<file path="config.mk">
export PLATFORM = sky130hd
export DESIGN_NAME = pc_unit
export DESIGN_NICKNAME = d
export VERILOG_FILES = /design/src/mips_pkg.sv /design/src/pc_unit.sv
export SDC_FILE = /design/constraint.sdc
export NUM_CORES = 1
export LEC_CHECK = 0
export BUFFER_PORTS_ARGS = -buffer_cell sky130_fd_sc_hd__buf_2
export CAP_MARGIN = 20
export CORE_MARGIN = 3
export CORE_UTILIZATION = 55
export CTS_CLUSTER_DIAMETER = 200
export CTS_CLUSTER_SIZE = 14
export DETAILED_ROUTE_END_ITERATION = 7
export PLACE_DENSITY = 0.83
export SYNTH_ARGS = -nofsm -noshare
export SYNTH_HDL_FRONTEND = slang
export SYNTH_SLANG_ARGS = --single-unit
</file>
<file path="constraint.sdc">
create_clock -name clk -period 7.2 [get_ports clk]
set_clock_uncertainty 0.1 [all_clocks]
set_input_delay 1.44 -clock clk [delete_from_list [all_inputs] [get_ports clk]]
set_output_delay 1.44 -clock clk [all_outputs]
set_load 0.03 [all_outputs]
</file>
<file path="src/mips_pkg.sv">
package mips_pkg;

	// ******************************
	// opcode and funct values
	// ******************************
	localparam logic [5:0] OP_RTYPE = 6'h00;
	localparam logic [5:0] OP_ORI   = 6'h0d;
	localparam logic [5:0] OP_LUI   = 6'h0f;
	localparam logic [5:0] OP_LW    = 6'h23;
	localparam logic [5:0] OP_SW    = 6'h2b;
	localparam logic [5:0] OP_BEQ   = 6'h04;
	localparam logic [5:0] OP_JAL   = 6'h03;

	localparam logic [5:0] FUNCT_ADDU = 6'h21;
	localparam logic [5:0] FUNCT_SUBU = 6'h23;
	localparam logic [5:0] FUNCT_NOP  = 6'h00;

	// instruction kinds seen by the decoder
	localparam logic [3:0] KIND_ADDU    = 4'd0;
	localparam logic [3:0] KIND_SUBU    = 4'd1;
	localparam logic [3:0] KIND_ORI     = 4'd2;
	localparam logic [3:0] KIND_LUI     = 4'd3;
	localparam logic [3:0] KIND_LW      = 4'd4;
	localparam logic [3:0] KIND_SW      = 4'd5;
	localparam logic [3:0] KIND_BEQ     = 4'd6;
	localparam logic [3:0] KIND_JAL     = 4'd7;
	localparam logic [3:0] KIND_NOP     = 4'd8;
	localparam logic [3:0] KIND_UNKNOWN = 4'd9;

	// ******************************
	// control select codes
	// ******************************
	localparam logic [1:0] ALU_ADD = 2'd0;
	localparam logic [1:0] ALU_SUB = 2'd1;
	localparam logic [1:0] ALU_OR  = 2'd2;

	localparam logic [1:0] EXT_ZERO = 2'd0;
	localparam logic [1:0] EXT_SIGN = 2'd1;
	localparam logic [1:0] EXT_PAD  = 2'd2;

	localparam logic [1:0] WD_ALU = 2'd0;
	localparam logic [1:0] WD_MEM = 2'd1;
	localparam logic [1:0] WD_PC4 = 2'd2;

	localparam logic [1:0] NPC_SEQ  = 2'd0;
	localparam logic [1:0] NPC_BEQ  = 2'd1;
	localparam logic [1:0] NPC_JUMP = 2'd2;

	// jal links into $ra
	localparam logic [4:0] LINK_REG = 5'd31;

	localparam int DM_WORDS     = 256;
	localparam int DM_ADDR_BITS = $clog2(DM_WORDS);

	// ******************************
	// instruction word views
	// ******************************
	typedef struct packed {
		logic [5:0] op;
		logic [4:0] rs;
		logic [4:0] rt;
		logic [4:0] rd;
		logic [4:0] shamt;
		logic [5:0] funct;
	} r_fields_t;

	typedef struct packed {
		logic [5:0]  op;
		logic [4:0]  rs;
		logic [4:0]  rt;
		logic [15:0] imm16;
	} i_fields_t;

	typedef struct packed {
		logic [5:0]  op;
		logic [25:0] index26;
	} j_fields_t;

	typedef union packed {
		r_fields_t r;
		i_fields_t i;
		j_fields_t j;
	} instr_t;

endpackage
</file>
<file path="src/pc_unit.sv">
`timescale 1ns/1ps

module pc_unit (
	input  logic             clk,
	input  logic             rst_n,
	input  mips_pkg::instr_t instr,
	input  logic [1:0]       npc_mode,
	input  logic             equal,
	output logic [31:0]      pc,
	output logic [31:0]      pc_plus4
);

	logic [31:0] branch_target;
	logic [31:0] jump_target;
	logic [31:0] next_pc;

	assign pc_plus4 = pc + 32'd4;

	// word offset relative to the delay-free pc + 4
	assign branch_target = pc_plus4 + {{14{instr.i.imm16[15]}}, instr.i.imm16, 2'b00};
	assign jump_target   = {pc_plus4[31:28], instr.j.index26, 2'b00};

	always_comb begin
		case (npc_mode)
			mips_pkg::NPC_BEQ:  next_pc = equal ? branch_target : pc_plus4;
			mips_pkg::NPC_JUMP: next_pc = jump_target;
			default:            next_pc = pc_plus4;
		endcase
	end

	always_ff @(posedge clk) begin
		if (!rst_n) begin
			pc <= 32'h0;
		end else begin
			pc <= next_pc;
		end
	end

endmodule

</file>
Yosys cells after proc, flatten, opt, wreduce, memory -nomap -nowiden
Index checks and enable logic that the tools add are counted.

word-level totals
  bits in registers = 32
  input bits = 37
  output and inout port bits = 64
  word-level logic and storage cells = 7

operators by class
  $add $sub $neg = 2
  equal/unequal tests = 2
  multiplexer cells = 2

operator list
  cell                                                                    number
  32-bit one-hot mux with 2 select lines                                  1
  32-bit by 3-bit adder with 32-bit output (second input constant)        1
  32-bit adder                                                            1
  32-bit 2-to-1 mux                                                       1
  2-bit by 1-bit equality test with 1-bit output (second input constant)  1
  2-bit equality test (second input constant)                             1

Logic depth before layout (Yosys ltp)
  depth after elaboration = 4
  mapped depth = 16
  gate-level depth less buffers = 16

Worst setup path before layout
No wires, ideal clock.

  path type = register -> register
  start point = reg pc[2]
  end point = reg pc[27]
  library setup time = 117 ps
  arrival = 4025 ps
  required time = 6983 ps
  setup slack = 2958 ps
  cell stages (with the launch flop) = 17
  path buffers = 1
  clock period less this slack = 4242 ps
  path through = dfxtp_1 > ha_1 > nand2_1 > nor3_1 > nand4_1 > nor3_1 > xor2_1 > ha_1 > buf_2 > a21oi_2 > o21ai_1 > or4_1 > o21a_1 > o21ai_2 > nor4b_1 > o21ai_0 > a22o_1

between the ends
  cells in the longest elaborated chain, start to end = 4

RTL lines
  item                                      RTL line       source
  start, declared                           pc_unit.sv:9   output logic [31:0] pc,
  start signal, assigned                    pc_unit.sv:35  pc <= next_pc;
  32-bit by 3-bit adder with 32-bit output  pc_unit.sv:17  assign pc_plus4 = pc + 32'd4;
  named net pc_plus4[18]                    pc_unit.sv:10  output logic [31:0] pc_plus4
  32-bit adder                              pc_unit.sv:20  assign branch_target = pc_plus4 + {{14{instr.i.imm16[15]}}, instr.i.imm16, 2'b00};
  32-bit 2-to-1 mux                         pc_unit.sv:25  mips_pkg::NPC_BEQ: next_pc = equal ? branch_target : pc_plus4;
  32-bit one-hot mux with 2 select lines    pc_unit.sv:24  case (npc_mode)

The timed path passes the listed nets, and every way through them passes these cells.
A chain may end at the register's enable or synchronous reset.

Final worst setup path
  start point = reg pc[2]
  end point = reg pc[27]

between the ends
  cells in the longest elaborated chain, start to end = 4

RTL lines
  item                                        RTL line
  32-bit by 3-bit adder with 32-bit output *  pc_unit.sv:17
  32-bit adder                                pc_unit.sv:20
  32-bit 2-to-1 mux                           pc_unit.sv:25
  32-bit one-hot mux with 2 select lines *    pc_unit.sv:24

Mark *: on every way between the ends. The rest lies on a longest branch, timed or not.

==> impl_results.md <==
* Outcome: complete, no violations
* Unrepaired setup endpoints after global routing: no
* Worst-path clk slew at 0.08 ns
* Nets at 637
* Synth top cells by count: nand2_1 (49), nor2_1 (40), ha_1 (38), a21oi_1 (34), dfxtp_1 (30)
* Ys async rst share at 0%
* Worst Path Required at 7.28 ns
* Clock sink count at 30
* Hold_buf cts at 0
* IO Pins at 101
* Largest net degree at the start of global routing at 23
* Final Cycle Share at 67.2%
* Yosys warnings at 0
* Max rail drop VDD at 0.106 mV
* Final setup fails at 0
* Synth Area per Inst at 7.54 sq um
* Tmin final at 4.84 ns
* Achievable Freq at 207 MHz
* Post-cts resize count at 0
* Setup CP Type: reg -> reg
* H-tree levels at 2
* #FFs+latches synth at 30
* ANT nets after route at 0
* Clock buffer depth at 2
* Pwr Total at 0.000670 W
* Area contributors post-synth: dfxtp_1 (17%), ha_1 (13%), xnor2_1 (7.0%), nand2_1 (5.1%), a21oi_1 (4.7%)
* Total CTS buffers at 5
* Post-synthesis cell type count at 69
* Setup crit end kind: flip-flop
* Least-Margin Pin Slew at 0.931 ns
* Full die area at 0.00761 sq mm
* Mapped Cells at 481
* 1st-pass router iterations at 6
* Synthesis-to-layout area growth at 16.6%
* Hold Crit Class: reg -> reg
* Clock root cell: clkbuf_8
* CP arrival at 4.92 ns
* Initial drt markers at 312
* GRT Util Overall at 29.9%
* GR Overflow Total at 0
* Max cap viols at 0
* Final hold vios at 0
* Slew margin rel. at 37.7%
* Post-CTS Setup Bufs at 0
* Crit path max fanout at 9
* Number of diodes at 0
* Core Area at 0.00617 sq mm
* Main flop type after synthesis: dfxtp_1
* Drt wl/cell at 18.1 microns
* Via/cell ratio at 6.43
* Final slew viol count at 0
* Utilization after layout at 68.6%
* Vias in the first global route at 3835
* CTS tree: yes
* Detailed-route DRC error count at 0
* Num rows at 28
* Final-layout fill cell count at 573
* Number of flip-flops in the largest register at 30
* Routed wire length at 11600 microns
* DP HPWL at 8870 microns
* Mapped cell area at 0.00363 sq mm
* Layout cells sized above 1 at 21.4%
* Starting Density at 58.8%
* Largest regs: pc (30)
* Initial antenna violation count at 0
* PwrDens at 158 mW/mm^2
* Post-synth EDFFs at 0
* First-pass GRT wire length at 18100 microns
* Vias at 4099
* Cell with the most instances after synthesis: nand2_1
* Slowest CP cell: nor4b_1
* Worst-Skew Late Latency at 0.30 ns
* Leak Pwr at 2.08 nW
* Crit path largest cell delay at 0.52 ns
* IO buf count at 90
* Synth top area share at 16.6%
* DIE HEIGHT at 87.2 microns
* Worst path cell trace: ha_1 > nand2_1 > nor3_1 > nand4_1 > nor3_1 > xor2_1 > ha_1 > a21oi_2 > o21ai_1 > or4_1 > o21a_1 > o21ai_2 > nor4b_1 > o21ai_0 > a22o_1
* Setup TNS at 0 ns
* GPL Wtd Cong at 0.965
* Area leader, netlist: dfxtp_1
* Most flops, register: pc
* Sequential share of the synthesized area at 16.6%
* Die W at 87.2 microns
* CP startpoint kind: flip-flop
-- logic make-up (layout without fill, tap and decap cells) --
group,count (synthesis),in the layout,synth area share [%]
flip-flops,30,30,16.6
AO/OA/AOI/OAI,145,145,27.0
adder cells (fa/ha/maj),39,39,13.7
multiplexers,2,2,0.552
XOR/XNOR,50,50,12.5
AND/OR/NAND/NOR,173,173,24.8
other,1,4,0.103
buffers and inverters,41,119,4.90
-- routing by layer --
| metal | GRT usage (%) | vias up | share of wire (%) |
|---|---|---|---|
| met1 | 39.5 | 1893 | 43 |
| met3 | 4.64 | 24 | 9.1 |
| li1 | - | 1938 | - |
| met2 | 49.6 | 244 | 46 |
| met5 | 0 | - | 0 |
| met4 | 9.48 | 0 | 2.0 |
-- final timing paths --
path / slack [ns] / from / cells after the start / to
max reg2reg: 2.36 / pc[2]$_SDFF_PN0_ / 15 / pc[27]$_SDFF_PN0_
min reg2reg: 0.54 / pc[2]$_SDFF_PN0_ / 3 / pc[2]$_SDFF_PN0_
min: 0.54 / pc[2]$_SDFF_PN0_ / 3 / pc[2]$_SDFF_PN0_
max: 2.36 / pc[2]$_SDFF_PN0_ / 15 / pc[27]$_SDFF_PN0_
-- final cells by class --
type                    count  area [sq um]  area share [%]
multi-input cells         413          2860            67.6
flip-flops and latches     30           601            14.2
repair buffers             91           458            10.8
well taps                  75          93.8            2.22
clock buffers               6          82.6            1.95
inverters                  20          75.1            1.77
clock inverters             2          60.1            1.42
-- report_power, final --
group	switching, W	total [W]	internal [W]
Combinational	0.000169	0.000260	0.0000910
Sequential	0.0000116	0.000187	0.000175
Clock	0.0000755	0.000223	0.000148
Total	0.000256	0.000670	0.000414
-- cells in the final DEF, fill, tap and decap left out, types with 5 or more instances in the layout --
master,netlist,routed
a31oi_1,8,8
buf_2,7,90
nor3_1,12,12
nand3_1,19,19
o21ai_0,24,24
xnor2_1,29,29
and2_1,7,7
nand4_1,10,10
inv_1,18,18
ha_1,38,38
and3_1,6,6
o21a_1,5,5
nor2_1,40,40
a22oi_1,10,10
clkbuf_8,0,6
a21oi_1,34,34
xor2_1,19,19
nand2_1,49,49
o22ai_1,6,6
a222oi_1,7,7
dfxtp_1,30,30
a21o_1,11,11
nor2b_1,5,5
-- through the flow --
stage	hold slack, ns	worst slack, ns	cell area, sq um	instances
5_1_grt	0.574	2.33	4230	637
6_report	0.539	2.36	4230	637
3_5_place_dp	0.520	2.70	4080	628
2_1_floorplan	0.673	2.96	3640	484
4_1_cts	0.538	2.64	4220	636
3_3_place_gp	0.482	2.76	4080	628
-- critical path, delay by kind of cell, from the launching register on --
kind	cells	cell delay, ns
xor+xnor	1	0.36
fa+ha+maj	2	0.66
simple gates	6	2.15
flops	1	0.39
compound gates	6	1.05
(Power assumes the default switching activity.)
