**config.mk**
```make
export PLATFORM = sky130hd
export DESIGN_NAME = control
export DESIGN_NICKNAME = d
export VERILOG_FILES = /design/src/mips_pkg.sv /design/src/control.sv
export SDC_FILE = /design/constraint.sdc
export NUM_CORES = 1
export LEC_CHECK = 0
export BUFFER_PORTS_ARGS = -buffer_cell sky130_fd_sc_hd__buf_4
export CAP_MARGIN = 15
export CORE_AREA = 2 2 42 44
export DETAILED_ROUTE_END_ITERATION = 16
export DIE_AREA = 0 0 44 46
export PLACE_DENSITY = 0.79
export SLEW_MARGIN = 0
export SYNTH_ARGS = -nofsm -noshare
export SYNTH_HDL_FRONTEND = slang
export SYNTH_SLANG_ARGS = --single-unit
```
**constraint.sdc**
```tcl
create_clock -name vclk -period 1.65
set_clock_uncertainty 0.1 [all_clocks]
set_input_delay 0 -clock vclk [all_inputs]
set_output_delay 0 -clock vclk [all_outputs]
set_load 0.1 [all_outputs]
```
**src/mips_pkg.sv**
```systemverilog
package mips_pkg;

	// ******************************
	// opcode and funct values
	// ******************************
	localparam logic [5:0] OP_RTYPE = 6'h00;
	localparam logic [5:0] OP_ORI   = 6'h0d;
	localparam logic [5:0] OP_LUI   = 6'h0f;
	localparam logic [5:0] OP_LW    = 6'h23;
	localparam logic [5:0] OP_SW    = 6'h2b;
	localparam logic [5:0] OP_BEQ   = 6'h04;
	localparam logic [5:0] OP_JAL   = 6'h03;

	localparam logic [5:0] FUNCT_ADDU = 6'h21;
	localparam logic [5:0] FUNCT_SUBU = 6'h23;
	localparam logic [5:0] FUNCT_NOP  = 6'h00;

	// instruction kinds seen by the decoder
	localparam logic [3:0] KIND_ADDU    = 4'd0;
	localparam logic [3:0] KIND_SUBU    = 4'd1;
	localparam logic [3:0] KIND_ORI     = 4'd2;
	localparam logic [3:0] KIND_LUI     = 4'd3;
	localparam logic [3:0] KIND_LW      = 4'd4;
	localparam logic [3:0] KIND_SW      = 4'd5;
	localparam logic [3:0] KIND_BEQ     = 4'd6;
	localparam logic [3:0] KIND_JAL     = 4'd7;
	localparam logic [3:0] KIND_NOP     = 4'd8;
	localparam logic [3:0] KIND_UNKNOWN = 4'd9;

	// ******************************
	// control select codes
	// ******************************
	localparam logic [1:0] ALU_ADD = 2'd0;
	localparam logic [1:0] ALU_SUB = 2'd1;
	localparam logic [1:0] ALU_OR  = 2'd2;

	localparam logic [1:0] EXT_ZERO = 2'd0;
	localparam logic [1:0] EXT_SIGN = 2'd1;
	localparam logic [1:0] EXT_PAD  = 2'd2;

	localparam logic [1:0] WD_ALU = 2'd0;
	localparam logic [1:0] WD_MEM = 2'd1;
	localparam logic [1:0] WD_PC4 = 2'd2;

	localparam logic [1:0] NPC_SEQ  = 2'd0;
	localparam logic [1:0] NPC_BEQ  = 2'd1;
	localparam logic [1:0] NPC_JUMP = 2'd2;

	// jal links into $ra
	localparam logic [4:0] LINK_REG = 5'd31;

	localparam int DM_WORDS     = 256;
	localparam int DM_ADDR_BITS = $clog2(DM_WORDS);

	// ******************************
	// instruction word views
	// ******************************
	typedef struct packed {
		logic [5:0] op;
		logic [4:0] rs;
		logic [4:0] rt;
		logic [4:0] rd;
		logic [4:0] shamt;
		logic [5:0] funct;
	} r_fields_t;

	typedef struct packed {
		logic [5:0]  op;
		logic [4:0]  rs;
		logic [4:0]  rt;
		logic [15:0] imm16;
	} i_fields_t;

	typedef struct packed {
		logic [5:0]  op;
		logic [25:0] index26;
	} j_fields_t;

	typedef union packed {
		r_fields_t r;
		i_fields_t i;
		j_fields_t j;
	} instr_t;

endpackage
```
**src/control.sv**
```systemverilog
`timescale 1ns/1ps

module control (
	input  mips_pkg::instr_t instr,
	input  logic             rst_n,
	output logic [4:0]       rf_raddr1,
	output logic [4:0]       rf_raddr2,
	output logic [4:0]       rf_waddr,
	output logic [1:0]       wd_sel,
	output logic [1:0]       alu_op,
	output logic [1:0]       ext_mode,
	output logic [1:0]       npc_mode,
	output logic             alu_src_imm,
	output logic             rf_we,
	output logic             dm_we
);

	logic [3:0] kind;

	// ******************************
	// classify the word
	// ******************************
	always_comb begin
		case (instr.r.op)
			mips_pkg::OP_RTYPE: begin
				case (instr.r.funct)
					mips_pkg::FUNCT_ADDU: kind = mips_pkg::KIND_ADDU;
					mips_pkg::FUNCT_SUBU: kind = mips_pkg::KIND_SUBU;
					mips_pkg::FUNCT_NOP:  kind = mips_pkg::KIND_NOP;
					default:              kind = mips_pkg::KIND_UNKNOWN;
				endcase
			end
			mips_pkg::OP_ORI: kind = mips_pkg::KIND_ORI;
			mips_pkg::OP_LUI: kind = mips_pkg::KIND_LUI;
			mips_pkg::OP_LW:  kind = mips_pkg::KIND_LW;
			mips_pkg::OP_SW:  kind = mips_pkg::KIND_SW;
			mips_pkg::OP_BEQ: kind = mips_pkg::KIND_BEQ;
			mips_pkg::OP_JAL: kind = mips_pkg::KIND_JAL;
			default:          kind = mips_pkg::KIND_UNKNOWN;
		endcase
	end

	assign rf_raddr1 = instr.r.rs;
	assign rf_raddr2 = instr.r.rt;

	// ******************************
	// selects from the kind
	// ******************************
	always_comb begin
		// defaults act as a no-op
		rf_waddr    = instr.i.rt;
		wd_sel      = mips_pkg::WD_ALU;
		alu_op      = mips_pkg::ALU_OR;
		ext_mode    = mips_pkg::EXT_ZERO;
		npc_mode    = mips_pkg::NPC_SEQ;
		alu_src_imm = 1'b0;
		rf_we       = 1'b0;
		dm_we       = 1'b0;
		case (kind)
			mips_pkg::KIND_ADDU, mips_pkg::KIND_SUBU: begin
				rf_waddr = instr.r.rd;
				alu_op   = (kind == mips_pkg::KIND_ADDU) ? mips_pkg::ALU_ADD : mips_pkg::ALU_SUB;
				rf_we    = 1'b1;
			end
			mips_pkg::KIND_ORI, mips_pkg::KIND_LUI: begin
				ext_mode    = (kind == mips_pkg::KIND_LUI) ? mips_pkg::EXT_PAD : mips_pkg::EXT_ZERO;
				alu_src_imm = 1'b1;
				rf_we       = 1'b1;
			end
			mips_pkg::KIND_LW, mips_pkg::KIND_SW: begin
				wd_sel      = mips_pkg::WD_MEM;
				alu_op      = mips_pkg::ALU_ADD;
				ext_mode    = mips_pkg::EXT_SIGN;
				alu_src_imm = 1'b1;
				rf_we       = (kind == mips_pkg::KIND_LW);
				dm_we       = (kind == mips_pkg::KIND_SW);
			end
			mips_pkg::KIND_BEQ: npc_mode = mips_pkg::NPC_BEQ;
			mips_pkg::KIND_JAL: begin
				rf_waddr = mips_pkg::LINK_REG;
				wd_sel   = mips_pkg::WD_PC4;
				npc_mode = mips_pkg::NPC_JUMP;
				rf_we    = 1'b1;
			end
			default: ;
		endcase
		// no state changes while held in reset
		if (!rst_n) begin
			rf_we = 1'b0;
			dm_we = 1'b0;
		end
	end

endmodule

```
=== Yosys cells after proc, flatten, opt, wreduce, memory -nomap -nowiden ===
Index checks and enable logic that the tools add are counted.

* Equality and inequality tests: 15
* Multiplexer cells: 14
* Reduce and logical (&&, ||, !) cells: 8

{| class="wikitable"
|+ Operators by type and width
! kind !! number
|-
| case mux 4 bit (7 select lines) || 1
|-
| == test 6 bit, second input constant || 4
|-
| == test 4 x 3 -> 1 bit, second input constant || 4
|-
| case mux 2 bit (2 select lines) || 4
|-
| == test 6 x 4 -> 1 bit, second input constant || 2
|-
| logical NOT 6 bit || 2
|-
| case mux 4 bit (3 select lines) || 1
|-
| case mux 5 bit (2 select lines) || 1
|-
| == test 4 x 2 -> 1 bit, second input constant || 2
|-
| == test 6 x 2 -> 1 bit, second input constant || 1
|-
| == test 6 x 3 -> 1 bit, second input constant || 1
|-
| OR reduction 2 bit || 3
|-
| two-way mux 1 bit || 5
|-
| OR reduction 5 bit || 1
|-
| == test 4 x 1 -> 1 bit, second input constant || 1
|-
| logical NOT 4 bit || 1
|-
| OR reduction 4 bit || 1
|-
| two-way mux 2 bit || 1
|-
| case mux 1 bit (2 select lines) || 1
|}

* Flip-flop bits (word level): 0
* Bits of input ports: 33
* Output and inout port bits: 26
* Logic and storage cells: 37

=== Depth between registers and ports, before layout ===
* Word-level depth: 7
* Depth in mapped cells: 6
* Mapped depth without buffers: 5

=== Worst setup path after synthesis ===
Ideal clock, no wire load.

* Path kind: input port to output port
* Start: in instr[26] (netlist bit)
* End: out dm_we
* Arrival: 4.234 ns
* Data required time: 1.550 ns
* Path slack: -2.684 ns
* Stages on the path: 5
* Buffers on the path: 1
* Path through: buf_6 > nand3b_1 > nor3b_1 > nand2_1 > a21oi_1

* Longest elaborated chain between the ends: 6
* Elaborated cells between the ends (all ways): 13
* Those cells by class: 8 x eq/ne; 3 x mux; 2 x reduce/logical

{| class="wikitable"
|+ Ends and longest elaborated chain
! what !! RTL line !! RTL
|-
| start, declared || control.sv:4 || <nowiki>input mips_pkg::instr_t instr,</nowiki>
|-
| == test 6 x 2 -> 1 bit (tied with other cells) || control.sv:24 || <nowiki>case (instr.r.op)</nowiki>
|-
| case mux 4 bit (7 select lines) (*) || control.sv:24 ||
|-
| == test 4 x 3 -> 1 bit (on tied branches) || control.sv:59, control.sv:76 ||
|-
| OR reduction 2 bit || control.sv:59 || <nowiki>case (kind)</nowiki>
|-
| two-way mux 1 bit (*) || control.sv:59 ||
|-
| two-way mux 1 bit (*) || control.sv:88 || <nowiki>if (!rst_n) begin</nowiki>
|-
| end, declared || control.sv:15 || <nowiki>output logic dm_we</nowiki>
|}

Every way passes the cells marked *; elsewhere a longest branch is shown, timed or not.

=== Final worst setup path ===
* Start: in instr[29] (netlist bit)
* End: out rf_waddr[4]

* Longest elaborated chain between the ends: 5
* Elaborated cells between the ends (all ways): 13
* Those cells by class: 8 x eq/ne; 2 x mux; 3 x reduce/logical

{| class="wikitable"
|+ Ends and longest elaborated chain
! what !! RTL line !! RTL
|-
| == test 6 x 2 -> 1 bit (tied with other cells) || control.sv:24 ||
|-
| case mux 4 bit (7 select lines) (*) || control.sv:24 ||
|-
| == test 4 x 1 -> 1 bit or logical NOT 4 bit (tied branches) || control.sv:59 ||
|-
| OR reduction 2 bit || n/a ||
|-
| case mux 5 bit (2 select lines) (*) || control.sv:59 ||
|-
| end, declared || control.sv:8 || <nowiki>output logic [4:0] rf_waddr,</nowiki>
|}

Marked as above.

==> impl_results.md <==
* Multi-input logic area at 551 um2
* Synthesized area per cell at 6.92 um2
* Yosys top cell area share at 15.9%
* Initial antenna violation count at 0
* Storage cell area at 0 um2
* Setup TNS Final at -0.818 ns
* Mapped Area at 519 um2
* Slew headroom at 35.1%
* Nets at 161
* Post-Syn Nets at 108
* Max-cap violations at 0
* Initial Util at 32.2%
* Largest net degree at the start of global routing at 13
* Vias in the first global route at 605
* Crit. End Element: primary output
* Warnings, synthesis at 0
* Tcrit/Tclk final at 109%
* Cell Count, Final, Fillers Out at 143
* Fmax at 553 MHz
* Actual slew at the worst max-slew pin at 0.970 ns
* Final Wtd Congestion at 0.790
* Antenna-violating nets left at 0
* Fill count at 112
* Fin. Hold Viols at 0
* Post-layout util at 75.4%
* Final WL at 1910 um
* Maximum VDD drop at 0.319 mV
* DPL Wire Length at 1420 um
* # port buffers at 44
* CLK BUF at 0
* Critical Path RT at 1.55 ns
* Vias per inst at 5.14
* Total gr overflow at 0
* Post-synthesis cell count at 75
* FFs & Latches at 0
* Seq/Total Area, Yosys at 0%
* Ranking of synthesized cells by area: buf_4, mux2i_1, nor2_1, nand2_1, nand3b_1
* Cells after DPL at 136
* Area grow syn2layout at 134%
* Worst hold path endpoint: rf_raddr2[1]
* First-pass GRT wire length at 2800 um
* Largest area contributor in the netlist: buf_4
* Drt initial violations at 19
* Boundary pin count at 59
* Max Slew Vio Count at 0
* Hold path cells at 2
* Critical path arrival at 1.71 ns
* FP Rows at 15
* Die area at 2020 um2
* Crit Path Category: in -> out
* Gr usage total at 18.0%
* Tmin final at 1.81 ns
* Final setup fails at 7
* LEAKAGE at 0.528 nW
* Status: finished with violations
* Die Span Y at 46 um
* Power density cells at 413 nW/um2
* 1st-pass router iterations at 4
* Hold_sp: instr[17]
* Failing checks: negative setup slack
* WHS at 0.236 ns
* Diode count at 0
* Unrepaired setup endpoints after global routing: yes
* HP Class: in -> out
* Mean routed wirelength per cell at 13.4 um
* Yosys cell types at 30
* Final worst setup slack at -0.157 ns
* Type of origin of the critical path: primary input
* Die span in x at 44 um
* Vias post-DR at 735
* Core Region at 1610 um2
* CP max FO at 6
* Residual DRC count at 0
* Share of cells above drive strength 1 at 66.7%
layer usage:
layer | GRT usage, % | share of wire [%] | vias up
li1 | - | - | 357
met1 | 23.9 | 37 | 341
met2 | 33.5 | 56 | 37
met3 | 1.59 | 7.7 | 0
met4 | 0 | 0 | 0
met5 | 0 | 0 | -
critical path, stage by stage:
cell and delay [ns]:
buf_8 0.10, or4bb_1 0.49, a311o_1 0.38, nand3_4 0.24
mux2i_4 0.30, buf_12 0.20
per-stage QoR:
stage	power, mW	setup WS, ns	instance area, um2
floorplan	0.348	-0.391	673
global placement	0.383	-0.237	1010
detailed placement	0.388	-0.280	1010
CTS	0.490	-0.206	1180
global route	0.520	-0.193	1220
finish	0.503	-0.157	1220
cell usage after synthesis:
master and instances:
nor2b_1 2, or4bb_1 1, mux2i_1 5, buf_6 1, or4b_4 1, nor3b_1 1, nand2_1 6, a311o_1 1
or2b_1 1, nor4_2 1, nand3_4 1, a21boi_2 1, or3_1 1, nand2b_1 1, buf_2 3, nor2_1 13
and2_4 1, xor2_1 2, nand3_2 1, buf_4 11, clkbuf_2 1, o22a_1 1, a21oi_1 4, o21a_1 1
nand3_1 3, nand3b_1 3, a31oi_4 1, and3_1 3, nor3_1 2, o211ai_1 1
layout by cell type (no fill, tap or decap), types with 2 or more instances in the layout:
cell,Yosys,routed
xor2_1,2,2
nand2_1,6,5
a21oi_4,0,2
buf_8,0,2
nand3b_1,3,3
buf_4,11,48
buf_6,1,4
nor2b_1,2,2
nor2_1,13,13
nand3_1,3,3
dlygate4sd3_1,0,5
mux2i_4,0,5
a21oi_2,0,2
and3_1,3,2
buf_12,0,8
where the power goes:
group          internal, mW  switching [mW]  total, mW
sequential                0               0          0
clock                     0               0          0
combinational         0.183           0.320      0.503
total                 0.183           0.320      0.503
layout make-up:
type	count	share of cell area (%)
Timing Repair Buffer	67	53.0
Tap cell	17	1.75
Multi-Input combinational cell	59	45.2
cells by family (layout without fill, tap and decap cells):
| kind of cell | Yosys count | after routing | share of synthesized area [%] |
|---|---|---|---|
| compound gates | 10 | 10 | 16.6 |
| xor+xnor | 2 | 2 | 3.37 |
| buf+inv | 16 | 67 | 21.9 |
| mux | 5 | 5 | 9.64 |
| simple gates | 42 | 42 | 48.4 |
worst max path at each step:
| stage | from | cells after the start | to |
|---|---|---|---|
| 2_1_floorplan | instr[26] | 5 | dm_we |
| 3_3_place_gp | instr[28] | 6 | rf_waddr[3] |
| 3_5_place_dp | instr[28] | 6 | rf_waddr[4] |
| 4_1_cts | instr[29] | 6 | rf_waddr[4] |
| 5_1_grt | instr[29] | 6 | rf_waddr[3] |
| 6_report | instr[29] | 6 | rf_waddr[4] |
repair_timing:
| item | 4_1_cts | 5_1_grt |
|---|---|---|
| endpoints found under the setup margin | 7 | 9 |
| hold endpoints to repair | 5 | 0 |
| hold buffers | 5 | 0 |
| pin swaps | 6 | 5 |
| buffers inserted | 1 | 1 |
| resized for setup | 27 | 6 |
(Power assumes the default switching activity.)
