<file path="src/mips_pkg.sv">
package mips_pkg;

	// ******************************
	// opcode and funct values
	// ******************************
	localparam logic [5:0] OP_RTYPE = 6'h00;
	localparam logic [5:0] OP_ORI   = 6'h0d;
	localparam logic [5:0] OP_LUI   = 6'h0f;
	localparam logic [5:0] OP_LW    = 6'h23;
	localparam logic [5:0] OP_SW    = 6'h2b;
	localparam logic [5:0] OP_BEQ   = 6'h04;
	localparam logic [5:0] OP_JAL   = 6'h03;

	localparam logic [5:0] FUNCT_ADDU = 6'h21;
	localparam logic [5:0] FUNCT_SUBU = 6'h23;
	localparam logic [5:0] FUNCT_NOP  = 6'h00;

	// instruction kinds seen by the decoder
	localparam logic [3:0] KIND_ADDU    = 4'd0;
	localparam logic [3:0] KIND_SUBU    = 4'd1;
	localparam logic [3:0] KIND_ORI     = 4'd2;
	localparam logic [3:0] KIND_LUI     = 4'd3;
	localparam logic [3:0] KIND_LW      = 4'd4;
	localparam logic [3:0] KIND_SW      = 4'd5;
	localparam logic [3:0] KIND_BEQ     = 4'd6;
	localparam logic [3:0] KIND_JAL     = 4'd7;
	localparam logic [3:0] KIND_NOP     = 4'd8;
	localparam logic [3:0] KIND_UNKNOWN = 4'd9;

	// ******************************
	// control select codes
	// ******************************
	localparam logic [1:0] ALU_ADD = 2'd0;
	localparam logic [1:0] ALU_SUB = 2'd1;
	localparam logic [1:0] ALU_OR  = 2'd2;

	localparam logic [1:0] EXT_ZERO = 2'd0;
	localparam logic [1:0] EXT_SIGN = 2'd1;
	localparam logic [1:0] EXT_PAD  = 2'd2;

	localparam logic [1:0] WD_ALU = 2'd0;
	localparam logic [1:0] WD_MEM = 2'd1;
	localparam logic [1:0] WD_PC4 = 2'd2;

	localparam logic [1:0] NPC_SEQ  = 2'd0;
	localparam logic [1:0] NPC_BEQ  = 2'd1;
	localparam logic [1:0] NPC_JUMP = 2'd2;

	// jal links into $ra
	localparam logic [4:0] LINK_REG = 5'd31;

	localparam int DM_WORDS     = 256;
	localparam int DM_ADDR_BITS = $clog2(DM_WORDS);

	// ******************************
	// instruction word views
	// ******************************
	typedef struct packed {
		logic [5:0] op;
		logic [4:0] rs;
		logic [4:0] rt;
		logic [4:0] rd;
		logic [4:0] shamt;
		logic [5:0] funct;
	} r_fields_t;

	typedef struct packed {
		logic [5:0]  op;
		logic [4:0]  rs;
		logic [4:0]  rt;
		logic [15:0] imm16;
	} i_fields_t;

	typedef struct packed {
		logic [5:0]  op;
		logic [25:0] index26;
	} j_fields_t;

	typedef union packed {
		r_fields_t r;
		i_fields_t i;
		j_fields_t j;
	} instr_t;

endpackage
</file>
<file path="src/execute.sv">
`timescale 1ns/1ps

module execute (
	input  mips_pkg::instr_t instr,
	input  logic [31:0]      rs_val,
	input  logic [31:0]      rt_val,
	input  logic [1:0]       alu_op,
	input  logic [1:0]       ext_mode,
	input  logic             alu_src_imm,
	output logic [31:0]      alu_result,
	output logic             equal
);

	logic [31:0] imm_ext;
	logic [31:0] operand_b;

	// ******************************
	// immediate extension
	// ******************************
	always_comb begin
		case (ext_mode)
			mips_pkg::EXT_SIGN: imm_ext = {{16{instr.i.imm16[15]}}, instr.i.imm16};
			mips_pkg::EXT_PAD:  imm_ext = {instr.i.imm16, 16'h0000};
			default:            imm_ext = {16'h0000, instr.i.imm16};
		endcase
	end

	assign operand_b = alu_src_imm ? imm_ext : rt_val;

	// ******************************
	// alu
	// ******************************
	// wraps on overflow, no trap
	always_comb begin
		case (alu_op)
			mips_pkg::ALU_ADD: alu_result = rs_val + operand_b;
			mips_pkg::ALU_SUB: alu_result = rs_val - operand_b;
			default:           alu_result = rs_val | operand_b;
		endcase
	end

	// branch compare on the raw register values
	assign equal = (rs_val == rt_val);

endmodule

</file>
<file path="config.mk">
export PLATFORM = sky130hd
export DESIGN_NAME = execute
export DESIGN_NICKNAME = d
export VERILOG_FILES = /design/src/mips_pkg.sv /design/src/execute.sv
export SDC_FILE = /design/constraint.sdc
export NUM_CORES = 1
export LEC_CHECK = 0
export BUFFER_PORTS_ARGS = -buffer_cell sky130_fd_sc_hd__buf_4
export CAP_MARGIN = 20
export CORE_MARGIN = 4
export CORE_UTILIZATION = 25
export DETAILED_ROUTE_END_ITERATION = 8
export PLACE_DENSITY = 0.48
export SLEW_MARGIN = 15
export SYNTH_ARGS = -nofsm -noshare
export SYNTH_HDL_FRONTEND = slang
export SYNTH_SLANG_ARGS = --single-unit
</file>
<file path="constraint.sdc">
create_clock -name vclk -period 15.1
set_input_delay 0.755 -clock vclk [all_inputs]
set_output_delay 0.755 -clock vclk [all_outputs]
set_load 0.01 [all_outputs]
</file>
== After elaboration in Yosys (flattened, before gate mapping) ==
Cells that the tools add are included.
Cells by class
  add/sub/neg operators: 2
  equality and inequality tests: 4
  multiplexer cells: 3
  bitwise operators: 1
  reduce and logical (&&, ||, !) cells: 1
Operator list (number)
  32-bit one-hot mux with 2 select lines: 2
  32-bit adder: 1
  32-bit == test: 1
  32-bit 2-to-1 mux: 1
  32-bit bitwise OR: 1
  32-bit subtractor: 1
  2-bit by 1-bit == test with 1-bit output, second input constant: 2
  2-bit == test, second input constant: 1
  2-bit logical NOT: 1
Word-level totals
  bits in registers: 0
  bits of input ports: 101
  output and inout bits: 33
  word-level logic and storage cells: 11

== Longest topological paths before layout ==
Gate-level depths: netlist of run 1.
  depth after elaboration: 5
  mapped depth: 23
  mapped depth without buffers: 21

== Worst setup path after synthesis of run 1 ==
No wires, ideal clock.
  path type: input -> output
  from: input port ext_mode[0]
  to: output port alu_result[31]
  data arrival time: 5335 ps
  required time: 14345 ps
  slack: 9010 ps
  cell stages on the path: 23
  buffers on the path: 2
  cells stage by stage: inv_1 ha_1 or2_1 buf_6 buf_6 a31oi_1 ha_1 nand3_1 nor2_1 and4_1 nand3b_1 o21ai_0 xor2_1 ha_1 a21oi_1 o211ai_1 a21oi_1 or3b_1 nand3b_1 and3b_1 nand2b_1 xnor3_1 a311oi_1
On the way
  longest elaborated chain between the ends: 5
  elaborated cells on any way between the ends: 8
  classes of those cells: 2 x add/sub; 2 x eq/ne; 3 x mux; 1 x bitwise
Ends and longest elaborated chain
  from (decl): RTL line execute.sv:8  | input logic [1:0] ext_mode,
  2-bit == test / 2-bit by 1-bit == test with 1-bit output (equally long branches): RTL line execute.sv:21  | case (ext_mode)
  32-bit one-hot mux with 2 select lines *: RTL line execute.sv:21
  32-bit 2-to-1 mux *: RTL line execute.sv:28  | assign operand_b = alu_src_imm ? imm_ext : rt_val;
  32-bit subtractor (tied with other cells): RTL line execute.sv:37  | mips_pkg::ALU_SUB: alu_result = rs_val - operand_b;
  32-bit one-hot mux with 2 select lines *: RTL line execute.sv:35  | case (alu_op)
  to (decl): RTL line execute.sv:10  | output logic [31:0] alu_result,
Every way passes the cells marked *; elsewhere a longest branch is shown, timed or not.

== Worst setup path after layout of run 1 ==
Ends and elaborated chain as after synthesis.

==> results of run 1 <==
-- cells by family (layout without fill, tap and decap cells) --
family / after synthesis / count (layout) / share of synthesized area
AND/OR/NAND/NOR: 150 / 150 / 0.230
AO/OA/AOI/OAI: 206 / 206 / 0.362
multiplexers: 1 / 1 / 0.00277
adder cells (fa/ha/maj): 36 / 36 / 0.127
XOR/XNOR: 87 / 87 / 0.215
buffers and inverters: 54 / 149 / 0.0638
-- metal layers --
| metal | vias to the layer above | wire length (um) |
|---|---|---|
| met1 | 2043 | 7200 |
| met5 | - | 0 |
| met2 | 161 | 6440 |
| met3 | 15 | 939 |
| met4 | 0 | 233 |
| li1 | 2163 | - |
-- where the power goes --
group	leakage [nW]	internal (mW)	switching, mW
clock network	0	0	0
registers	0	0	0
logic	2.07	0.120	0.148
total	2.07	0.120	0.148
-- layout make-up --
class / instances / area (um^2) / share of cell area
inverters: 30 / 113 / 0.0244
well taps: 180 / 225 / 0.0488
repair buffers: 119 / 893 / 0.194
multi-input cells: 480 / 3380 / 0.733
-- synthesized netlist by cell type (all sizes together) (11+ instances only) --
library cell / instances
o21ai: 58
xor2: 58
a21oi: 48
ha: 35
nor2: 31
inv: 29
xnor2: 28
nand2: 24
a31oi: 23
nor2b: 19
clkbuf: 17
o2bb2ai: 15
a22oi: 11
-- worst max-delay path: stages --
cell,delay [ns]
buf_4,0.12
ha_1,0.38
or2_1,0.50
a31oi_1,0.47
ha_1,0.28
nand3_1,0.08
nor2_1,0.25
and4_1,0.34
nand3b_1,0.26
o21ai_0,0.28
xor2_1,0.17
ha_1,0.28
a21oi_1,0.30
o211ai_1,0.13
a21oi_1,0.12
or3b_1,0.47
nand3b_1,0.18
and3b_1,0.26
nand2b_1,0.17
xnor3_1,0.31
a311oi_1,0.28
buf_4,0.17
-- through the flow --
step	total power, mW	utilization	instances	worst slack, ns	instance area, um^2
final	0.268	0.330	809	7.78	4610
after global routing	0.297	0.330	809	7.30	4610
after CTS	0.267	0.330	809	7.76	4610
after detailed placement	0.265	0.330	809	7.84	4610
after global placement	0.264	0.330	809	7.88	4610
after floorplan	0.174	-	534	9.01	3610
-- worst paths after layout --
path | from | slack [ns] | end
worst min-delay path | rs_val[31] | 1.86 | alu_result[31]
worst max-delay path | ext_mode[0] | 7.78 | alu_result[31]
==> qor.yml, run 1 <==
status:
  status: "finished clean"
finish:
  syn_to_final_growth_pct: 27.7
  num-clock-buffers: 0
  final_common_cell: "buf_4"
  fillers: 1598
  drive_above_1_share: 0.205
  final_cell_mix: "buf_4, xor2_1, o21ai_0"
  seq_cells: 0
  diodes: 0
  nets: 768
  seqCellArea_um2: 0
route:
  avgViaCountPerCell: 5.42
  first_pass_iters: 5
  num_vias: 4382
  drtIter0Drc: 267
  postRouteAntennaNets: 0
  post_drt_wl_per_cell_um: 18.3
  drc: 0
  wl_mm: 14.8
clocking:
  cts.hold.buffers_added: 0
  cts_resized: 0
  cts_setup_buffers: 0
synth:
  yosysSeqAreaShare: 0
  synth_area_leader_cell: "xor2_1"
  synth_area_leaders: "xor2_1, ha_1, o21ai_0"
  syn_inst: 534
  synth_area_per_cell_um2: 6.76
  syn_area_mm2: 0.00361
  synth_warnings: 0
  synth.distinct_cells: 66
  synth_fp_nets: 671
  synth_top_area_frac: 0.141
pwr:
  leakage_nw: 2.07
  powerDensity_mw_per_mm2: 58.1
  ir_worst_vdd_uv: 22.0
sta:
  slew-limit-headroom: 0.605
  min_period_ns: 7.32
  hold_viol_final: 0
  rsz0062_at_grt: "no"
  tightest_slew_ns: 0.593
  finalSetupViolCount: 0
  fin_tns_setup_ns: 0
  max_freq_ghz: 0.137
  drv_slew: 0
  finalCritPeriodShare: 0.485
  whs_ns: 1.86
hold_path:
  hp-class: "input port to primary output"
  min_path_cells: 3
grt:
  grt_busiest_layer: "met2"
  grt_usage: 0.173
  grt_max_degree: 64
  grt_first_pass_wirelength_mm: 23.0
  use_met3: 0.0138
  gr-usage-met2: 0.282
  grt_pass1_vias: 4348
  antenna_found_initial: 0
  grtUsageMet1: 0.252
  grt-ovfl-total: 0
place:
  port_buffers: 118
  gp_congestion: 0.933
  dp_hpwl_mm: 12.5
floorplanning:
  num_rows: 43
  die_w_um: 128
  die-area_mm2: 0.0164
  die_h_um: 128
  io_pins: 134
  start_util: 0.258
  core-area_mm2: 0.0140
critical_path:
  crit_path_start_kind: "input port"
  critPathCaptureType: "primary output"
  path_max_fanout: 14
  crit_arrival_ns: 6.57
  required_ns: 14.35
  path_class: "input port to primary output"
flow_run:
  cap_violations: 0
(Power assumes the default switching activity.)
==> inputs of run 2 (changes only) <==
--- a/config.mk
+++ b/config.mk
@@ -5,12 +5,13 @@
 export SDC_FILE = /design/constraint.sdc
 export NUM_CORES = 1
 export LEC_CHECK = 0
+export ABC_AREA = 1
 export BUFFER_PORTS_ARGS = -buffer_cell sky130_fd_sc_hd__buf_4
 export CAP_MARGIN = 20
 export CORE_MARGIN = 4
 export CORE_UTILIZATION = 25
 export DETAILED_ROUTE_END_ITERATION = 8
-export PLACE_DENSITY = 0.48
+export PLACE_DENSITY = 0.47
 export SLEW_MARGIN = 15
 export SYNTH_ARGS = -nofsm -noshare
 export SYNTH_HDL_FRONTEND = slang
==> constraint.sdc (replaced) <==
create_clock -name vclk -period 7.3
set_input_delay 0.365 -clock vclk [all_inputs]
set_output_delay 0.365 -clock vclk [all_outputs]
set_load 0.01 [all_outputs]
==> run 2 against run 1 <==
Cell count increased by 31%. Critical endpoint is now alu_result[22]. Utilization decreased by 0.77 points. Combinational power increased by 130%. Highest routed layer unchanged. Die area increased by 12%. Worst setup slack got worse by 5.4 ns. Power increased by 130%. Sequential share of layout area unchanged. First-iteration DRC count decreased by 2.6%. Critical path depth increased by 1.
==> qor.yml, run 2 <==
clocking:
  cts.hold.buffers_added: 0
  cts_setup_buffers: 0
  cts_resized: 0
pwr:
  leakage_nw: 2.58
  swShare: 0.614
  p_switching_mw: 0.372
  ir_worst_vdd_uv: 31.5
  finalPower_mw: 0.606
  power.internal_mw: 0.234
  pwr-share-comb: 1.000
  p_seq_frac: 0
  clockPowerShare: 0
  powerDensity_mw_per_mm2: 118
route:
  drtIter0Drc: 260
  wl_mm: 18.1
  post_drt_wl_per_cell_um: 17.0
  drc: 0
  num_vias: 5243
  postRouteAntennaNets: 0
  avgViaCountPerCell: 4.93
  first_pass_iters: 4
grt:
  grt_max_degree: 39
  grt_usage: 0.190
  grt-ovfl-total: 0
  antenna_found_initial: 0
  grt_first_pass_wirelength_mm: 27.7
  grt_pass1_vias: 4933
hold_path:
  hp-class: "input port to primary output"
  min_path_cells: 4
finish:
  drive_above_1_share: 0.179
  final_common_cell: "nand2_1"
  seqCellArea_um2: 0
  final_cell_mix: "nand2_1, buf_4, nor2_1"
  seq_cells: 0
  nets: 986
  syn_to_final_growth_pct: 25.7
  num-clock-buffers: 0
  instances_no_fill: 1063
  utilization: 0.322
  diodes: 0
sta:
  slew-limit-headroom: 0.519
  min_period_ns: 4.90
  fin_tns_setup_ns: 0
  drv_slew: 0
  finalCritPeriodShare: 0.671
  max_freq_ghz: 0.204
  finalSetupViolCount: 0
  hold_viol_final: 0
  tightest_slew_ns: 0.714
  rsz0062_at_grt: "no"
synth:
  synth_area_leaders: "nand2_1, xor2_1, ha_1"
  synth_top_area_frac: 0.223
  synth_area_per_cell_um2: 5.47
  syn_area_mm2: 0.00408
  synth_area_leader_cell: "nand2_1"
  synthTopCellsByCount: "nand2_1, nor2_1, xor2_1"
  yosysMostFrequentCell: "nand2_1"
  yosysSeqAreaShare: 0
  syn_inst: 747
  synth.distinct_cells: 42
  synth_warnings: 0
  synth_fp_nets: 884
place:
  gp_congestion: 0.867
  dp_hpwl_mm: 15.8
  post-place-cells: 1063
  port_buffers: 118
critical_path:
  crit_path_start_kind: "input port"
  crit_arrival_ns: 4.53
  critPathCaptureType: "primary output"
  required_ns: 6.93
  path_class: "input port to primary output"
  path_max_fanout: 16
floorplanning:
  num_rows: 46
  die_w_um: 136
  io_pins: 134
  die-area_mm2: 0.0184
  start_util: 0.256
  die_h_um: 136
  core-area_mm2: 0.0159
status:
  status: "finished clean"
flow_run:
  cap_violations: 0
## run 2: cell families after synthesis
logic type      synth area share
xor+xnor                   0.154
compound gates             0.225
simple gates               0.431
fa+ha+maj                  0.112
buf+inv                   0.0772
## run 2: critical path, stage by stage
cell and delay (ns):
buf_4 0.08, inv_1 0.03, ha_1 0.36, nor2_4 0.37
nor2_1 0.10, a21oi_2 0.26, ha_1 0.25, nand3b_2 0.12
nor2_4 0.17, nand3_1 0.09, nand2_1 0.10, o21ai_0 0.12
xnor2_1 0.16, ha_1 0.41, nand2_1 0.09, nor2_1 0.22
nand2_1 0.07, o21ai_0 0.46, a21oi_1 0.22, xnor2_1 0.19
nand2_1 0.08, nand2_1 0.10, buf_4 0.13
## run 2: area by class of cell
cell class	instances	area, um^2
Inverter	53	201
Timing Repair Buffer	119	893
Fill cell	1862	10800
Multi-Input combinational cell	675	3770
Tap cell	216	270
## run 2: final timing paths
path,to,startpoint
worst max-delay path,alu_result[22],ext_mode[0]
worst min-delay path,alu_result[31],rs_val[31]
## run 2: per-stage QoR
step	area [um^2]	worst slack [ns]	hold WS [ns]
3_5_place_dp	5130	2.42	1.09
6_report	5130	2.40	1.08
3_3_place_gp	5130	2.41	1.09
5_1_grt	5130	2.01	1.12
4_1_cts	5130	2.40	1.09
2_1_floorplan	4080	3.33	0.891
## run 2: per-layer routing
metal,GRT usage,vias to the layer above,part of all wire
met1,0.296,2377,0.50
met3,0.00999,8,0.043
met4,0.0129,0,0.0076
met2,0.299,154,0.45
li1,-,2704,-
met5,0,-,0
## run 2: power groups by stage
stage	logic, mW	clock network [mW]	registers (mW)
detailed placement	0.602	0	0
global route	0.675	0	0
global placement	0.603	0	0
floorplan	0.384	0	0
finish	0.606	0	0
CTS	0.604	0	0
==> inputs of run 3 (changes only) <==
==> constraint.sdc (replaced) <==
create_clock -name vclk -period 4.75
set_input_delay 0.2375 -clock vclk [all_inputs]
set_output_delay 0.2375 -clock vclk [all_outputs]
set_load 0.01 [all_outputs]
==> run 3 against run 2 <==
First-iteration DRC count grew 20%. Cell area grew 0.73%. Sequential cell count is the same. Cell count grew 0.47%. Worst setup slack lost 1.9 ns. Power grew 55%. Worst hold slack lost 0.26 ns. Critical path depth shrank 3. Critical endpoint is now alu_result[13]. Largest cell class unchanged.
==> qor.yml, run 3 (synthesis results as in run 2) <==
place:
  port_buffers: 118
  post-place-cells: 1068
  pre_cts_ws_ns: 0.439
  dp_hpwl_mm: 15.8
  gp_congestion: 0.867
route:
  num_vias: 5176
  postRouteAntennaNets: 0
  first_pass_iters: 5
  drtIter0Drc: 312
  drc: 0
  post_drt_wl_per_cell_um: 16.8
  wl_mm: 18.0
  avgViaCountPerCell: 4.85
hold_path:
  holdCritStartpoint: "rs_val[31]"
  hold_path_end: "alu_result[31]"
  hp-class: "input port to primary output"
  min_path_cells: 4
finish:
  seq_cells: 0
  syn_to_final_growth_pct: 26.6
  instances_no_fill: 1068
  final_cell_mix: "nand2_1, buf_4, nor2_1"
  seqCellArea_um2: 0
  diodes: 0
  nets: 991
  num-clock-buffers: 0
  fillers: 1881
  final_common_cell: "nand2_1"
  drive_above_1_share: 0.184
grt:
  antenna_found_initial: 0
  grt-ovfl-total: 0
  grt_pass1_vias: 5005
  grt_first_pass_wirelength_mm: 27.3
  grt_usage: 0.187
  grt_max_degree: 39
flow_run:
  cap_violations: 0
critical_path:
  crit_path_start_kind: "input port"
  crit_arrival_ns: 4.03
  path_class: "input port to primary output"
  path_max_fanout: 11
  cpMaxStageDelayCell: "ha_1"
  critPathCaptureType: "primary output"
  setup.worst_path.start: "ext_mode[0]"
  slowest_delay_ns: 0.40
  crit_top_cell: "o21ai_0"
  path_cells: "buf_4, inv_1, ha_1, nor2_4, o21ai_0, or2_1, nor2_4, nand3_1, nand2_1, o21ai_0, xnor2_1, ha_1, nand2_1, o21ai_0, a21oi_1, o21ai_1, inv_1, or2_2, a31oi_1, buf_4"
  required_ns: 4.51
pwr:
  leakage_nw: 2.61
  powerDensity_mw_per_mm2: 181
  ir_worst_vdd_uv: 50.4
floorplanning:
  start_util: 0.256
  die-area_mm2: 0.0184
  die_w_um: 136
  die_h_um: 136
  num_rows: 46
  core-area_mm2: 0.0159
  io_pins: 134
sta:
  finalCritPeriodShare: 0.899
  whs_ns: 0.823
  max_freq_ghz: 0.234
  hold_viol_final: 0
  fin_tns_setup_ns: 0
  finalSetupViolCount: 0
  drv_slew: 0
  tightest_slew_ns: 0.662
  setup_ws_ns: 0.482
  min_period_ns: 4.27
  slew-limit-headroom: 0.554
  rsz0062_at_grt: "no"
status:
  status: "finished clean"
## run 3: worst max path at each step
stage / to / depth (start not counted)
detailed placement: alu_result[13] / 20
finish: alu_result[13] / 20
global placement: alu_result[13] / 20
floorplan: alu_result[13] / 21
CTS: alu_result[13] / 20
global route: alu_result[13] / 20
## run 3: power by group
part           switching, mW  internal (mW)
registers                  0              0
clock network              0              0
logic                  0.570          0.367
## run 3: layer usage
metal,wire [um],global-route usage,up-vias
met5,0,0,-
met4,161,0.0151,0
met3,797,0.00999,8
met2,7940,0.300,145
met1,9060,0.285,2316
li1,-,-,2707
## run 3: per-stage QoR
step	util	instance area, um^2	total power, mW
finish	0.324	5170	0.937
floorplan	-	4080	0.590
detailed placement	0.324	5170	0.932
global placement	0.324	5170	0.935
CTS	0.324	5170	0.936
global route	0.324	5170	1.04
## run 3: what timing repair did
item                       in CTS  in global routing
hold buffers                    0                  0
gates resized for setup         0                  1
setup endpoints to repair       0                  1
setup buffers                   0                  0
## run 3: worst max-delay path, delay by kind of cell
kind / cells / cell delay, ns
fa+ha+maj: 2 / 0.75
xor+xnor: 1 / 0.16
compound gates: 6 / 1.12
simple gates: 7 / 1.39
buf+inv: 4 / 0.35
## run 3: layout make-up
cell class | instances | area (um^2) | share of cell area
inverters | 53 | 201 | 0.0390
multi-input cells | 675 | 3770 | 0.729
well taps | 216 | 270 | 0.0523
repair buffers | 124 | 931 | 0.180
